$ cat config.mk
export PLATFORM = sky130hd
export DESIGN_NAME = ps2_key_console
export DESIGN_NICKNAME = d
export VERILOG_FILES = /design/src/source/ps2_key_pkg.sv /design/src/source/char_sink.sv /design/src/source/key_fifo.sv /design/src/source/ps2_frame_rx.sv /design/src/source/ps2_key_console.sv /design/src/source/scan_decoder.sv
export SDC_FILE = /design/constraint.sdc
export NUM_CORES = 1
export LEC_CHECK = 0
export BUFFER_PORTS_ARGS = -buffer_cell sky130_fd_sc_hd__buf_2
export CORE_ASPECT_RATIO = 1.2
export CORE_MARGIN = 5
export CORE_UTILIZATION = 40
export CTS_CLUSTER_SIZE = 14
export DETAILED_ROUTE_END_ITERATION = 10
export GPL_TIMING_DRIVEN = 0
export PLACE_DENSITY = 0.55
export SLEW_MARGIN = 40
export SYNTH_ARGS = -nofsm -noshare
export SYNTH_HDL_FRONTEND = slang
export SYNTH_SLANG_ARGS = --single-unit
$ cat constraint.sdc
create_clock -name clk -period 4.3 [get_ports clk]
set_clock_uncertainty 0.1 [all_clocks]
set_input_delay 0.215 -clock clk [delete_from_list [all_inputs] [get_ports clk]]
set_output_delay 0.215 -clock clk [all_outputs]
set_load 0.02 [all_outputs]
$ cat src/source/ps2_key_pkg.sv
package ps2_key_pkg;

    // Raw scan byte off the wire
    typedef logic [7:0] ps2_byte_t;

    // Translated character, 0 when not printable
    typedef logic [7:0] ascii_t;

    // One received frame, valid for a single cycle
    typedef struct packed {
        ps2_byte_t data; // Scan byte, start/parity/stop stripped
        logic      valid;
    } frame_t;

    // Modifier snapshot carried with each key event
    typedef struct packed {
        logic shift;  // Either Shift held
        logic ctrl;   // Either Ctrl held
        logic alt;    // Either Alt held
        logic caps;   // Caps Lock toggle
        logic num;    // Num Lock toggle
        logic scroll; // Scroll Lock toggle
    } mod_state_t;

    // Buffer entry
    typedef struct packed {
        ps2_byte_t  scan;
        ascii_t     ascii;
        mod_state_t mods;
    } key_event_t;

    // Prefix codes, Scan Code Set 2
    localparam ps2_byte_t SC_EXTENDED = 8'hE0;
    localparam ps2_byte_t SC_BREAK    = 8'hF0;

    // Modifier make codes
    localparam ps2_byte_t SC_LSHIFT = 8'h12;
    localparam ps2_byte_t SC_RSHIFT = 8'h59;
    localparam ps2_byte_t SC_CTRL   = 8'h14; // Right Ctrl when E0-prefixed
    localparam ps2_byte_t SC_ALT    = 8'h11; // Right Alt when E0-prefixed
    localparam ps2_byte_t SC_CAPS   = 8'h58;
    localparam ps2_byte_t SC_NUM    = 8'h77;
    localparam ps2_byte_t SC_SCROLL = 8'h7E;

    // Start + 8 data + parity + stop
    localparam int FRAME_BITS = 11;

endpackage

$ cat src/source/char_sink.sv
`timescale 1ns/1ns

module char_sink (
    input  logic                    clk,
    input  logic                    KEY0,
    input  ps2_key_pkg::key_event_t dout,
    input  logic                    empty,
    output logic                    pop,
    output logic                    char_valid,
    output ps2_key_pkg::ascii_t     char_data,
    output logic [7:0]              leds
);
    import ps2_key_pkg::*;

    ascii_t head_char; // ASCII of the entry at the head
    logic   printable;

    // Never stalls, drain whenever something waits
    assign pop       = !empty;
    assign head_char = dout.ascii;
    assign printable = pop && (head_char != 8'h00);

    always_ff @(posedge clk or negedge KEY0) begin
        if (!KEY0) begin
            char_valid <= 1'b0;
            char_data  <= '0;
            leds       <= '0;
        end else begin
            char_valid <= printable; // Modifier-only and break events dropped here
            if (printable)
                char_data <= head_char;
            // Last character latched onto the LEDs
            if (char_valid)
                leds <= char_data;
        end
    end

endmodule

$ cat src/source/key_fifo.sv
`timescale 1ns/1ns

module key_fifo #(
    parameter int FIFO_DEPTH = 8 // Power of two
) (
    input  logic                    clk,
    input  logic                    KEY0,
    input  logic                    push,
    input  ps2_key_pkg::key_event_t din,
    input  logic                    pop,
    output ps2_key_pkg::key_event_t dout,
    output logic                    empty,
    output logic                    overflow
);
    import ps2_key_pkg::*;

    localparam int AW = $clog2(FIFO_DEPTH);

    key_event_t  mem [FIFO_DEPTH];
    logic [AW:0] wr_ptr; // Extra MSB tells full from empty
    logic [AW:0] rd_ptr;
    logic        full;
    logic        do_push;
    logic        do_pop;

    assign full    = (wr_ptr[AW] != rd_ptr[AW]) && (wr_ptr[AW-1:0] == rd_ptr[AW-1:0]);
    assign empty   = (wr_ptr == rd_ptr);
    assign do_push = push && !full;
    assign do_pop  = pop && !empty;

    // Head entry always visible
    assign dout = mem[rd_ptr[AW-1:0]];

    always_ff @(posedge clk) begin
        if (do_push)
            mem[wr_ptr[AW-1:0]] <= din;
    end

    always_ff @(posedge clk or negedge KEY0) begin
        if (!KEY0) begin
            wr_ptr   <= '0;
            rd_ptr   <= '0;
            overflow <= 1'b0;
        end else begin
            if (do_push)
                wr_ptr <= wr_ptr + 1'b1;
            if (do_pop)
                rd_ptr <= rd_ptr + 1'b1;
            // Sticky, event lost while full
            if (push && full)
                overflow <= 1'b1;
        end
    end

endmodule

$ cat src/source/ps2_frame_rx.sv
`timescale 1ns/1ns

module ps2_frame_rx #(
    parameter int TIMEOUT_BITS = 17 // Idle counter width, wrap drops a partial frame
) (
    input  logic                clk,
    input  logic                KEY0,
    input  logic                ps2_clk,
    input  logic                ps2_dat,
    output ps2_key_pkg::frame_t frame,
    output logic                frame_error
);
    import ps2_key_pkg::*;

    logic [2:0]              clk_sync;  // [0] first stage, [2] last
    logic [2:0]              dat_sync;
    logic                    fall;      // PS/2 clock falling edge
    logic [3:0]              bit_cnt;   // Bits received so far in this frame
    logic [FRAME_BITS-1:0]   shift_reg; // LSB-first, newest bit enters at the top
    logic [TIMEOUT_BITS-1:0] idle_cnt;
    logic [FRAME_BITS-1:0]   word;      // Complete frame incl. the bit arriving now
    logic                    frame_ok;

    // Falling edge seen between the last two sync stages
    assign fall = clk_sync[2] & ~clk_sync[1];

    // Eleventh bit joins the ten already shifted in
    assign word = {dat_sync[2], shift_reg[FRAME_BITS-1:1]};

    // Start low, stop high, odd parity over data + parity bit
    assign frame_ok = !word[0] && word[FRAME_BITS-1] && (^word[9:1]);

    always_ff @(posedge clk or negedge KEY0) begin
        if (!KEY0) begin
            clk_sync    <= '1; // Bus idles high
            dat_sync    <= '1;
            bit_cnt     <= '0;
            shift_reg   <= '0;
            idle_cnt    <= '0;
            frame       <= '0;
            frame_error <= 1'b0;
        end else begin
            clk_sync    <= {clk_sync[1:0], ps2_clk};
            dat_sync    <= {dat_sync[1:0], ps2_dat};
            frame.valid <= 1'b0; // Strobe by default

            if (fall) begin
                idle_cnt  <= '0; // Any edge restarts the idle window
                shift_reg <= word;
                if (bit_cnt == 4'(FRAME_BITS - 1)) begin
                    bit_cnt <= '0;
                    if (frame_ok) begin
                        frame.valid <= 1'b1;
                        frame.data  <= word[8:1];
                        frame_error <= 1'b0; // Good frame clears the error
                    end else begin
                        frame_error <= 1'b1; // Held until the next good frame
                    end
                end else begin
                    bit_cnt <= bit_cnt + 4'd1;
                end
            end else if (bit_cnt != 4'd0) begin
                // Mid-frame, waiting on the next edge
                idle_cnt <= idle_cnt + 1'b1;
                if (&idle_cnt)
                    bit_cnt <= '0; // Stalled frame dropped on wrap
            end
        end
    end

endmodule

$ cat src/source/ps2_key_console.sv
`timescale 1ns/1ns

module ps2_key_console #(
    parameter int FIFO_DEPTH   = 8,
    parameter int TIMEOUT_BITS = 17 // About 2.6 ms at 50 MHz
) (
    input  logic                clk,
    input  logic                KEY0,
    input  logic                PS2_CLK,
    input  logic                PS2_DAT,
    output logic                char_valid,
    output ps2_key_pkg::ascii_t char_data,
    output logic [7:0]          LEDG,
    output logic                frame_error,
    output logic                overflow
);
    import ps2_key_pkg::*;

    frame_t     frame;      // Receiver to decoder
    logic       push;
    key_event_t push_event; // Decoder to buffer
    key_event_t head_event; // Buffer to consumer
    logic       empty;
    logic       pop;

    ps2_frame_rx #(.TIMEOUT_BITS(TIMEOUT_BITS)) ps2_frame_rx_inst (
        .clk(clk), .KEY0(KEY0), .ps2_clk(PS2_CLK), .ps2_dat(PS2_DAT),
        .frame(frame), .frame_error(frame_error)
    );

    scan_decoder scan_decoder_inst (
        .clk(clk), .KEY0(KEY0), .frame(frame), .push(push), .event_out(push_event)
    );

    key_fifo #(.FIFO_DEPTH(FIFO_DEPTH)) key_fifo_inst (
        .clk(clk), .KEY0(KEY0), .push(push), .din(push_event), .pop(pop),
        .dout(head_event), .empty(empty), .overflow(overflow)
    );

    char_sink char_sink_inst (
        .clk(clk), .KEY0(KEY0), .dout(head_event), .empty(empty), .pop(pop),
        .char_valid(char_valid), .char_data(char_data), .leds(LEDG)
    );

endmodule

$ cat src/source/scan_decoder.sv
`timescale 1ns/1ns

module scan_decoder (
    input  logic                    clk,
    input  logic                    KEY0,
    input  ps2_key_pkg::frame_t     frame,
    output logic                    push,
    output ps2_key_pkg::key_event_t event_out
);
    import ps2_key_pkg::*;

    frame_t     frame_q;      // Registered receiver result
    logic       ext_q;        // E0 seen
    logic       brk_q;        // F0 seen
    logic       sft_l;
    logic       sft_r;
    logic       ctl_l;
    logic       ctl_r;
    logic       alt_l;
    logic       alt_r;
    logic       caps;
    logic       num;
    logic       scroll;
    mod_state_t mods;
    logic       shift_on;
    logic       ctrl_on;
    logic       upper;        // Letter case
    logic [4:0] letter_idx;   // 1..26 for A..Z, 0 otherwise
    ascii_t     ascii;

    assign mods     = '{shift: sft_l | sft_r, ctrl: ctl_l | ctl_r, alt: alt_l | alt_r,
                        caps: caps, num: num, scroll: scroll};
    assign shift_on = mods.shift;
    assign ctrl_on  = mods.ctrl;
    assign upper    = mods.shift ^ mods.caps;

    // Prefix and modifier tracking, one cycle behind the receiver
    always_ff @(posedge clk or negedge KEY0) begin
        if (!KEY0) begin
            frame_q <= '0;
            ext_q   <= 1'b0;
            brk_q   <= 1'b0;
            sft_l   <= 1'b0;
            sft_r   <= 1'b0;
            ctl_l   <= 1'b0;
            ctl_r   <= 1'b0;
            alt_l   <= 1'b0;
            alt_r   <= 1'b0;
            caps    <= 1'b0;
            num     <= 1'b0;
            scroll  <= 1'b0;
        end else begin
            frame_q <= frame;
            if (frame_q.valid) begin
                if (brk_q) begin
                    // Break code completes, release held modifiers
                    brk_q <= 1'b0;
                    ext_q <= 1'b0;
                    case (frame_q.data)
                        SC_LSHIFT: sft_l <= 1'b0;
                        SC_RSHIFT: sft_r <= 1'b0;
                        SC_CTRL:   if (ext_q) ctl_r <= 1'b0; else ctl_l <= 1'b0;
                        SC_ALT:    if (ext_q) alt_r <= 1'b0; else alt_l <= 1'b0;
                        default:   ;
                    endcase
                end else begin
                    case (frame_q.data)
                        SC_EXTENDED: ext_q  <= 1'b1;
                        SC_BREAK:    brk_q  <= 1'b1; // E0 stays for E0 F0 xx
                        SC_CAPS:     caps   <= ~caps;
                        SC_NUM:      num    <= ~num;
                        SC_SCROLL:   scroll <= ~scroll;
                        SC_LSHIFT:   sft_l  <= 1'b1;
                        SC_RSHIFT:   sft_r  <= 1'b1;
                        SC_CTRL:     if (ext_q) ctl_r <= 1'b1; else ctl_l <= 1'b1;
                        SC_ALT:      if (ext_q) alt_r <= 1'b1; else alt_l <= 1'b1;
                        default:     ;
                    endcase
                    // Extended make consumed
                    if (frame_q.data != SC_EXTENDED && frame_q.data != SC_BREAK)
                        ext_q <= 1'b0;
                end
            end
        end
    end

    // Letter index, shared by case and control-code paths
    always_comb begin
        case (frame_q.data)
            8'h1C:   letter_idx = 5'd1;  // A
            8'h32:   letter_idx = 5'd2;  // B
            8'h21:   letter_idx = 5'd3;  // C
            8'h23:   letter_idx = 5'd4;  // D
            8'h24:   letter_idx = 5'd5;  // E
            8'h2B:   letter_idx = 5'd6;  // F
            8'h34:   letter_idx = 5'd7;  // G
            8'h33:   letter_idx = 5'd8;  // H
            8'h43:   letter_idx = 5'd9;  // I
            8'h3B:   letter_idx = 5'd10; // J
            8'h42:   letter_idx = 5'd11; // K
            8'h4B:   letter_idx = 5'd12; // L
            8'h3A:   letter_idx = 5'd13; // M
            8'h31:   letter_idx = 5'd14; // N
            8'h44:   letter_idx = 5'd15; // O
            8'h4D:   letter_idx = 5'd16; // P
            8'h15:   letter_idx = 5'd17; // Q
            8'h2D:   letter_idx = 5'd18; // R
            8'h1B:   letter_idx = 5'd19; // S
            8'h2C:   letter_idx = 5'd20; // T
            8'h3C:   letter_idx = 5'd21; // U
            8'h2A:   letter_idx = 5'd22; // V
            8'h1D:   letter_idx = 5'd23; // W
            8'h22:   letter_idx = 5'd24; // X
            8'h35:   letter_idx = 5'd25; // Y
            8'h1A:   letter_idx = 5'd26; // Z
            default: letter_idx = 5'd0;
        endcase
    end

    // Scan Code Set 2 to ASCII, break events give 0
    always_comb begin
        ascii = 8'h00;
        if (!brk_q && ext_q) begin
            case (frame_q.data)
                8'h71:   ascii = 8'h7F; // Delete
                8'h4A:   ascii = 8'h2F; // Keypad /
                8'h5A:   ascii = 8'h0D; // Keypad Enter
                default: ascii = 8'h00; // Arrows, nav block, right Ctrl/Alt
            endcase
        end else if (!brk_q) begin
            case (frame_q.data)
                8'h16: ascii = shift_on ? 8'h21 : 8'h31; // ! 1
                8'h1E: ascii = shift_on ? 8'h40 : 8'h32; // @ 2
                8'h26: ascii = shift_on ? 8'h23 : 8'h33; // # 3
                8'h25: ascii = shift_on ? 8'h24 : 8'h34; // $ 4
                8'h2E: ascii = shift_on ? 8'h25 : 8'h35; // % 5
                8'h36: ascii = ctrl_on ? 8'h1E : (shift_on ? 8'h5E : 8'h36); // ^ 6
                8'h3D: ascii = shift_on ? 8'h26 : 8'h37; // & 7
                8'h3E: ascii = shift_on ? 8'h2A : 8'h38; // * 8
                8'h46: ascii = shift_on ? 8'h28 : 8'h39; // ( 9
                8'h45: ascii = shift_on ? 8'h29 : 8'h30; // ) 0
                8'h0E: ascii = shift_on ? 8'h7E : 8'h60; // ~ `
                8'h4E: ascii = ctrl_on ? 8'h1F : (shift_on ? 8'h5F : 8'h2D); // _ -
                8'h55: ascii = shift_on ? 8'h2B : 8'h3D; // + =
                8'h54: ascii = ctrl_on ? 8'h1B : (shift_on ? 8'h7B : 8'h5B); // { [
                8'h5B: ascii = ctrl_on ? 8'h1D : (shift_on ? 8'h7D : 8'h5D); // } ]
                8'h5D: ascii = ctrl_on ? 8'h1C : (shift_on ? 8'h7C : 8'h5C); // | backslash
                8'h4C: ascii = shift_on ? 8'h3A : 8'h3B; // : ;
                8'h52: ascii = shift_on ? 8'h22 : 8'h27; // " '
                8'h41: ascii = shift_on ? 8'h3C : 8'h2C; // < ,
                8'h49: ascii = shift_on ? 8'h3E : 8'h2E; // > .
                8'h4A: ascii = ctrl_on ? 8'h7F : (shift_on ? 8'h3F : 8'h2F); // ? /
                8'h29: ascii = 8'h20; // Space
                8'h66: ascii = 8'h08; // Backspace
                8'h5A: ascii = 8'h0D; // Enter
                8'h76: ascii = 8'h1B; // Escape
                8'h0D: ascii = 8'h09; // Tab
                8'h69: ascii = num ? 8'h31 : 8'h00; // Keypad digits need Num Lock
                8'h72: ascii = num ? 8'h32 : 8'h00;
                8'h7A: ascii = num ? 8'h33 : 8'h00;
                8'h6B: ascii = num ? 8'h34 : 8'h00;
                8'h73: ascii = num ? 8'h35 : 8'h00;
                8'h74: ascii = num ? 8'h36 : 8'h00;
                8'h6C: ascii = num ? 8'h37 : 8'h00;
                8'h75: ascii = num ? 8'h38 : 8'h00;
                8'h7D: ascii = num ? 8'h39 : 8'h00;
                8'h70: ascii = num ? 8'h30 : 8'h00;
                8'h7C: ascii = 8'h2A; // Keypad *
                8'h7B: ascii = 8'h2D; // Keypad -
                8'h79: ascii = 8'h2B; // Keypad +
                8'h71: ascii = 8'h2E; // Keypad .
                default: begin
                    // Ctrl gives 01..1A, else 40+n or 60+n
                    if (letter_idx != 5'd0)
                        ascii = ctrl_on ? {3'b000, letter_idx} : {2'b01, !upper, letter_idx};
                end
            endcase
        end
    end

    // Every non-prefix make and every completed break is an event
    assign push = frame_q.valid &&
                  (brk_q || (frame_q.data != SC_EXTENDED && frame_q.data != SC_BREAK));
    assign event_out = '{scan: frame_q.data, ascii: ascii, mods: mods};

endmodule

==> impl_metrics.py, run 1 <==
metrics = {
    "status": {
        "status": "finished, final reports clean",
    },
    "die": {
        "floorplan.die_area_um2": 21200,
        "core_area_um2": 18100,
        "top_level_ports": 23,
        "floorplan.die.width_um": 134,
        "num_rows": 54,
        "initial_utilization_pct": 40.6,
        "die_extent_in_y_um": 158,
    },
    "placement": {
        "place.gp.congestion": 1.01,
        "place_hpwl_mm": 13.9,
        "number_of_buffers_inserted_by_port_buffering": 20,
        "numPlacedInstances": 926,
    },
    "logic_synthesis": {
        "synth_area_per_cell_um2": 10.8,
        "synth.cell_area_um2": 7350,
        "post_synth_inst_count": 680,
        "dominantRegCellSynth": "dfrtp_1",
        "seq_area_frac_synth_pct": 53.0,
        "ys_seq_elements": 144,
        "synthArstFlopShare_pct": 61.1,
        "synthesis.yosys.warnings": 0,
        "synth_enable_flop_cells": 56,
        "synth.lib_cells_used.distinct": 80,
    },
    "finish": {
        "mostFrequentLayoutCells": "nand2_1, dfrtp_1, edfxtp_1, nor2_1, o21ai_0",
        "finished_layout_cells": 961,
        "syn_to_final_growth_pct": 13.8,
        "antenna_cells_inserted": 0,
        "commonest_non_fill_non_tap_cell_in_the_layout": "nand2_1",
        "finish.utilization_pct": 46.2,
        "nets": 739,
        "layout-drive-gt1-share_pct": 18.7,
        "largest_register_ffs": 56,
    },
    "route": {
        "routed_wl_mm": 19.2,
        "initialDrtViolationCount": 423,
        "avgViaCountPerCell": 5.66,
        "wl_per_cell_um": 20.0,
        "drt_first_pass_iters": 5,
        "drc_errors": 0,
        "routed_vias": 5440,
        "detail-route-antenna-nets": 0,
    },
    "sta": {
        "rsz_0062_raised_after_global_routing": "no",
        "timing_max_transition_violations_final": 0,
        "final_min_period_over_clock_period_pct": 89.4,
        "worst_slew_margin_pct": 46.9,
        "hold_viol_final": 0,
        "setup_viol_count_final": 0,
        "max_slew.worst_pin.slew_ns": 0.794,
        "aggregate_negative_setup_slack_ns": 0,
        "max_clock_freq_mhz": 260,
        "period_minus_slack_ns": 3.85,
    },
    "global_route": {
        "vias_in_the_first_global_route": 5643,
        "antenna_found_initial": 0,
        "gr-total-overflow": 0,
        "grt_resource_usage_total_pct": 18.9,
        "grt_pass1_wl_mm": 31.0,
        "grt_start_max_net_pins": 46,
    },
    "setup_path": {
        "cp-end-kind": "register",
        "critical_path_class": "reg -> reg",
        "critPathLaunch": "scan_decoder_inst.event_out[15]",
        "crit_arrival_ns": 3.87,
        "timing.reg2reg.setup_slack_ns": 0.45,
        "worst_ep_required_time_ns": 4.33,
        "worstPathMaxFanout": 10,
        "worst_r2r_startpoint": "scan_decoder_inst.event_out[15]",
        "crit_path_start_kind": "register",
    },
    "clock_tree": {
        "cts_tree": "yes",
        "cts_hold_repair.buffers": 3,
        "postCtsResizedCells": 0,
        "clk_transition_reported_paths_ns": 0.07,
        "post_cts_setup_driven_buffer_insertion_count": 0,
        "clkSinkCount": 144,
        "numCtsBuffers": 17,
        "cts_htree_levels": 4,
        "latest_clock_arrival_within_the_worst_skew_pair_ns": 0.42,
        "cts.root.buffer_cell": "clkbuf_16",
        "cts_max_path_bufs": 2,
    },
    "pwr": {
        "vdd_ir_drop_max_mv": 0.234,
        "cellPowerDensity_nw_per_um2": 457,
        "cellLeakagePower_nw": 3.42,
    },
    "run": {
        "timing.max_cap.violations": 0,
    },
    "min_path": {
        "hp-class": "in -> async",
    },
}
[per-layer routing]
| layer | global-route usage [%] | share of wire, % |
|---|---|---|
| met4 | 8.53 | 3.5 |
| met5 | 0 | 0 |
| met3 | 4.11 | 4.2 |
| met2 | 33.2 | 51 |
| met1 | 22.3 | 41 |
[where the power goes]
part	switching, mW	internal [mW]	leakage [nW]	total, mW
combinational	0.435	0.347	1.42	0.782
sequential	0.101	1.55	1.73	1.65
clock	0.625	0.758	0.268	1.38
[final timing paths]
| path | depth (start not counted) | endpoint |
|---|---|---|
| max reg2reg | 9 | key_fifo_inst.mem[7][12] |
| max in group asynchronous | 3 | ps2_frame_rx_inst.dat_sync[2] |
| min in group clk | 0 | ps2_frame_rx_inst.clk_sync[1] |
| min reg2reg | 0 | ps2_frame_rx_inst.clk_sync[1] |
| max | 9 | key_fifo_inst.mem[7][12] |
| min | 2 | key_fifo_inst.rd_ptr[0] |
[synth_stat cells, types with 10 or more instances]
cell type  count  area [um^2]
dfrtp_1       82         2050
xnor2_1       19          166
nand2b_1      12         75.1
mux4_2        14          315
a21oi_1       29          145
nor2b_1       11         68.8
nand3_1       23          115
nand2_1      110          413
o21ai_0       33          165
mux2_2        14          158
inv_1         10         37.5
clkbuf_1      17         63.8
edfxtp_1      56         1680
nand4_1       14         87.6
nor2_1        53          199
nor3_1        11         55.1
xor2_1        15          131
ha_1          11          138
[through the flow]
stage	total power, mW	hold slack [ns]	cell area, um^2	setup WS, ns
global placement	2.45	0.221	7730	0.695
floorplan	2.25	-0.181	7350	1.49
finish	3.82	0.183	8360	0.455
global route	4.03	0.211	8360	0.371
CTS	3.88	0.185	8350	0.557
detailed placement	2.48	0.0609	7770	0.595
[cells by family (layout without fill, tap and decap cells)]
logic type | after synthesis | after routing | share of synthesized area, %
compound gates | 122 | 122 | 10.9
xor+xnor | 34 | 34 | 4.05
fa+ha+maj | 11 | 11 | 1.87
buf+inv | 54 | 110 | 4.00
flops | 144 | 144 | 53.0
mux | 36 | 36 | 7.53
other cells | 1 | 2 | 0.0510
simple gates | 278 | 278 | 18.7
[area by class of cell]
cell class	instances	area [um^2]
Inverter	12	45.0
Timing Repair Buffer	24	156
Sequential cell	144	3890
Fill cell	1693	9750
Buffer	42	249
Multi-Input combinational cell	483	3190
Clock inverter	14	118
Tap cell	224	280
Clock buffer	18	429
[critical path, cell delays in order (launching register included)]
cell	delay (ns)
dfrtp_1	0.50
inv_1	0.14
ha_1	0.44
nand3_1	0.46
a221oi_2	0.54
nor4_1	0.13
a41oi_2	0.28
nor2_1	0.08
or3_1	0.35
a21oi_1	0.52
Power figures use the tool's default switching activity.
==> run 2: changes to the inputs <==
- REMOVE_ABC_BUFFERS: default -> 1
==> run 2 against run 1 <==
Compared with the run above: first-iteration DRC count unchanged; critical path depth decreased by 1; flip-flop and latch count is the same; die area unchanged; worst setup slack improved by 0.12 ns; global-route usage fell by 0.71 points; via count fell by 3.3%; clock power about the same; clock-buffer cell count increased by 5; maximum frequency increased by 3.2%; cell count fell by 4.3%; combinational power fell by 20%; critical path type unchanged; critical endpoint is now key_fifo_inst.mem[0][12].
==> impl_metrics.py, run 2 (same netlist as run 1, synthesis figures left out) <==
metrics = {
    "status": {
        "status": "finished, final reports clean",
    },
    "route": {
        "routed_wl_mm": 18.1,
        "avgViaCountPerCell": 5.72,
        "drc_errors": 0,
        "routed_vias": 5260,
        "wl_per_cell_um": 19.6,
        "initialDrtViolationCount": 423,
        "detail-route-antenna-nets": 0,
        "drt_first_pass_iters": 5,
    },
    "clock_tree": {
        "clkSinkCount": 144,
        "cts.root.buffer_cell": "clkbuf_16",
        "clk_transition_reported_paths_ns": 0.06,
        "latest_clock_arrival_within_the_worst_skew_pair_ns": 0.43,
        "numCtsBuffers": 17,
        "cts_hold_repair.buffers": 3,
        "cts_tree": "yes",
        "post_cts_setup_driven_buffer_insertion_count": 0,
        "postCtsResizedCells": 0,
        "cts_htree_levels": 4,
        "cts_max_path_bufs": 2,
    },
    "setup_path": {
        "path_cells": "nand4b_1 > a211o_1 > o21ai_0 > nor4_2 > nand4_1 > nor2_1 > or3_1 > a21oi_1",
        "timing.reg2reg.setup_slack_ns": 0.57,
        "cp_slowest_stage_delay_ns": 0.86,
        "crit_path_start_kind": "register",
        "worst_r2r_startpoint": "scan_decoder_inst.event_out[18]",
        "crit_arrival_ns": 3.76,
        "crit_family": "simple AND/OR/NAND/NOR gates",
        "critical_path.slowest_cell": "dfrtp_1",
        "cp.buffers_inverters": 0,
        "cp-end-kind": "register",
        "critical_path_class": "reg -> reg",
        "worst_ep_required_time_ns": 4.34,
        "worstPathMaxFanout": 23,
        "r2r_end": "key_fifo_inst.mem[0][12]",
        "reg2reg_depth": 8,
    },
    "sta": {
        "max_slew.worst_pin.slew_ns": 0.812,
        "final_min_period_over_clock_period_pct": 86.7,
        "timing_max_transition_violations_final": 0,
        "aggregate_negative_setup_slack_ns": 0,
        "max_clock_freq_mhz": 268,
        "layout_setup_ws_ns": 0.573,
        "setup_viol_count_final": 0,
        "period_minus_slack_ns": 3.73,
        "worst_slew_margin_pct": 45.9,
        "rsz_0062_raised_after_global_routing": "no",
        "hold_viol_final": 0,
    },
    "die": {
        "core_area_um2": 18100,
        "floorplan.die.width_um": 134,
        "die_extent_in_y_um": 158,
        "top_level_ports": 23,
        "initial_utilization_pct": 40.6,
        "num_rows": 54,
        "floorplan.die_area_um2": 21200,
    },
    "global_route": {
        "grt_start_max_net_pins": 64,
        "antenna_found_initial": 0,
        "gr-total-overflow": 0,
        "grt_resource_usage_total_pct": 18.2,
        "vias_in_the_first_global_route": 5591,
        "grt_pass1_wl_mm": 30.1,
    },
    "placement": {
        "place.gp.congestion": 0.951,
        "number_of_buffers_inserted_by_port_buffering": 20,
        "place_hpwl_mm": 12.8,
        "placed_area_um2": 7590,
        "numPlacedInstances": 885,
        "post-place-ws_ns": 0.569,
    },
    "run": {
        "timing.max_cap.violations": 0,
    },
    "finish": {
        "antenna_cells_inserted": 0,
        "layout-drive-gt1-share_pct": 17.0,
        "finished_layout_cells": 920,
        "nets": 698,
        "commonest_non_fill_non_tap_cell_in_the_layout": "nand2_1",
        "postLayoutCellArea_um2": 8190,
        "syn_to_final_growth_pct": 11.4,
        "largest_register_ffs": 56,
        "mostFrequentLayoutCells": "nand2_1, dfrtp_1, edfxtp_1, nor2_1, o21ai_0",
    },
    "pwr": {
        "vdd_ir_drop_max_mv": 0.256,
        "totalPowerFinal_mw": 3.79,
        "cellLeakagePower_nw": 3.29,
        "cellPowerDensity_nw_per_um2": 463,
    },
    "min_path": {
        "hp-class": "in -> async",
    },
}
## run 2: metal layers
layer	vias to the layer above	global-route usage, %	wire length, um
li1	2461	-	-
met1	2598	20.7	7130
met2	155	32.7	9570
met3	46	3.41	665
met4	0	9.31	685
met5	-	0	0
## run 2: area by class of cell
cell class | instances | area, um^2
well taps | 224 | 280
clock inverters | 9 | 83.8
flip-flops and latches | 144 | 3900
multi-input cells | 483 | 3210
inverters | 12 | 45.0
fillers | 1724 | 9920
repair buffers | 25 | 191
clock buffers | 23 | 478
## run 2: power by group
part	switching [mW]	internal, mW
Sequential	0.217	1.55
Combinational	0.300	0.322
Clock	0.557	0.841
Total	1.07	2.72
## run 2: how the worst max path moves through the flow
stage,start,to,slack [ns],cells after the start
floorplan,scan_decoder_inst.event_out[19],key_fifo_inst.mem[0][12],1.30,8
global placement,scan_decoder_inst.event_out[19],key_fifo_inst.mem[4][7],0.11,7
detailed placement,scan_decoder_inst.event_out[16],key_fifo_inst.mem[5][9],0.57,7
CTS,scan_decoder_inst.event_out[16],key_fifo_inst.mem[0][9],0.55,7
global route,scan_decoder_inst.event_out[15],key_fifo_inst.mem[3][12],0.29,10
finish,scan_decoder_inst.event_out[18],key_fifo_inst.mem[0][12],0.57,8
## run 2: worst register-to-register path: cells and delay by family (launching register included)
family / cells / cell delay, ns
and+or+nand+nor: 5 / 1.40
AOI/OAI and AO/OA: 3 / 1.10
DFF: 1 / 0.86
## run 2: through the flow
step	util, %	hold slack (ns)
CTS	45.2	0.132
detailed placement	41.9	0.00452
floorplan	-	-0.181
global placement	41.3	0.223
global route	45.2	0.151
finish	45.2	0.130
==> run 3: changes to the inputs <==
- CELL_PAD_IN_SITES_DETAIL_PLACEMENT: default -> 2
- CELL_PAD_IN_SITES_GLOBAL_PLACEMENT: default -> 2
- PLACE_DENSITY: 0.55 -> 0.76
==> run 3 against run 2 <==
Compared with the run above: via count grew 7.9%; combinational power grew 6.6%; routed wire length grew 33%; global-route usage grew 5.2 points; clock-buffer cell count shrank 1; cell count is the same; worst setup slack lost 0.29 ns; critical endpoint is now key_fifo_inst.mem[4][12].
==> impl_metrics.py, run 3 (same netlist as run 1, synthesis figures left out) <==
metrics = {
    "sta": {
        "max_slew.worst_pin.slew_ns": 0.856,
        "setup_viol_count_final": 0,
        "timing_max_transition_violations_final": 0,
        "hold_viol_final": 0,
        "final_min_period_over_clock_period_pct": 93.4,
        "timing.hold.ws_ns": 0.137,
        "max_clock_freq_mhz": 249,
        "worst_slew_margin_pct": 42.5,
        "rsz_0062_raised_after_global_routing": "no",
        "period_minus_slack_ns": 4.01,
        "aggregate_negative_setup_slack_ns": 0,
    },
    "clock_tree": {
        "cts_tree": "yes",
        "cts.root.buffer_cell": "clkbuf_16",
        "cts_max_path_bufs": 2,
        "cts_htree_levels": 4,
        "post_cts_setup_driven_buffer_insertion_count": 0,
        "numCtsBuffers": 17,
        "latest_clock_arrival_within_the_worst_skew_pair_ns": 0.43,
        "clkSinkCount": 144,
        "clk_transition_reported_paths_ns": 0.06,
    },
    "route": {
        "wl_per_cell_um": 26.1,
        "routed_vias": 5676,
        "avgViaCountPerCell": 6.17,
        "drt_first_pass_iters": 5,
        "routed_wl_mm": 24.0,
        "initialDrtViolationCount": 335,
        "detail-route-antenna-nets": 0,
        "drc_errors": 0,
    },
    "setup_path": {
        "cp-end-kind": "register",
        "critical_path_class": "reg -> reg",
        "crit_path_start_kind": "register",
        "worst_ep_required_time_ns": 4.37,
        "worstPathMaxFanout": 13,
        "crit_arrival_ns": 4.08,
    },
    "finish": {
        "finish.utilization_pct": 45.7,
        "commonest_non_fill_non_tap_cell_in_the_layout": "nand2_1",
        "layout-drive-gt1-share_pct": 17.7,
        "nets": 698,
        "largest_register_ffs": 56,
        "finished_layout_cells": 920,
        "antenna_cells_inserted": 0,
        "mostFrequentLayoutCells": "nand2_1, dfrtp_1, edfxtp_1, nor2_1, o21ai_0",
        "syn_to_final_growth_pct": 12.7,
    },
    "min_path": {
        "hp-class": "in -> async",
    },
    "pwr": {
        "cellPowerDensity_nw_per_um2": 486,
        "cellLeakagePower_nw": 3.31,
        "totalPowerFinal_mw": 4.02,
        "vdd_ir_drop_max_mv": 0.275,
    },
    "run": {
        "timing.max_cap.violations": 0,
    },
    "die": {
        "top_level_ports": 23,
        "core_area_um2": 18100,
        "floorplan.die_area_um2": 21200,
        "initial_utilization_pct": 40.6,
        "die_extent_in_y_um": 158,
        "num_rows": 54,
        "floorplan.die.width_um": 134,
    },
    "global_route": {
        "gr-total-overflow": 0,
        "vias_in_the_first_global_route": 6281,
        "grt_pass1_wl_mm": 37.6,
        "grt_start_max_net_pins": 60,
        "antenna_found_initial": 0,
        "grt_resource_usage_total_pct": 23.4,
    },
    "placement": {
        "place.gp.congestion": 0.943,
        "numPlacedInstances": 885,
        "place_hpwl_mm": 15.3,
        "number_of_buffers_inserted_by_port_buffering": 20,
    },
    "status": {
        "status": "finished, final reports clean",
    },
}
## run 3: cell types whose count changed in the layout (fill, tap and decap cells not counted), sizes merged
cell    before  now
bufinv       1    2
clkbuf      23   22
## run 3: timing repair
item / in CTS / in global routing
hold buffers: 3 / 0
endpoints found under the hold margin: 85 / 0
endpoints found under the setup margin: 0 / 8
gates resized for setup: 0 / 1
## run 3: final timing paths
check | start | endpoint | slack, ns | cells past startpoint
worst max-delay path | scan_decoder_inst.event_out[15] | key_fifo_inst.mem[4][12] | 0.29 | 10
worst min-delay path | KEY0 | scan_decoder_inst.caps | 0.14 | 2
worst max register to register | scan_decoder_inst.event_out[15] | key_fifo_inst.mem[4][12] | 0.29 | 10
worst min register to register | ps2_frame_rx_inst.dat_sync[1] | ps2_frame_rx_inst.dat_sync[2] | 0.25 | 0
max in group asynchronous | KEY0 | ps2_frame_rx_inst.dat_sync[1] | 3.31 | 3
min in group clk | ps2_frame_rx_inst.dat_sync[1] | ps2_frame_rx_inst.dat_sync[2] | 0.25 | 0
## run 3: power breakdown
part           switching [mW]  total [mW]  internal [mW]
Clock                   0.613        1.58          0.963
Sequential              0.232        1.78           1.55
Combinational           0.339       0.663          0.324
## run 3: layer usage
metal,wire length [um],vias to the layer above,share of wire (%),GRT usage [%]
li1,-,2453,-,-
met1,9310,2959,39,27.6
met2,12800,190,53,42.2
met3,1050,74,4.4,4.61
met4,830,0,3.5,9.16
met5,0,-,0,0
## run 3: stage by stage
step | area, um^2 | setup slack (ns)
final | 8280 | 0.286
after global routing | 8280 | 0.144
after CTS | 8240 | 0.118
after detailed placement | 7580 | 0.242
after global placement | 7480 | 0.136
after floorplan | 7100 | 1.30
## run 3: worst max-delay path: stages, from the launching register on
cell	delay (ns)
dfrtp_1	0.53
inv_1	0.12
ha_1	0.44
nand2_1	0.37
a21bo_2	0.21
a21oi_1	0.11
nor4_2	0.61
and4_4	0.37
a2111oi_0	0.09
or3_1	0.38
a21oi_2	0.41
## run 3: area by class of cell
| cell class | count | area [um^2] |
|---|---|---|
| fill | 1832 | 9830 |
| clock buffer | 22 | 508 |
| inverter | 12 | 45.0 |
| clock inverter | 10 | 120 |
| timing repair buffer | 25 | 191 |
| tap | 224 | 280 |
| sequential | 144 | 3900 |
| multi-input combinational | 483 | 3240 |
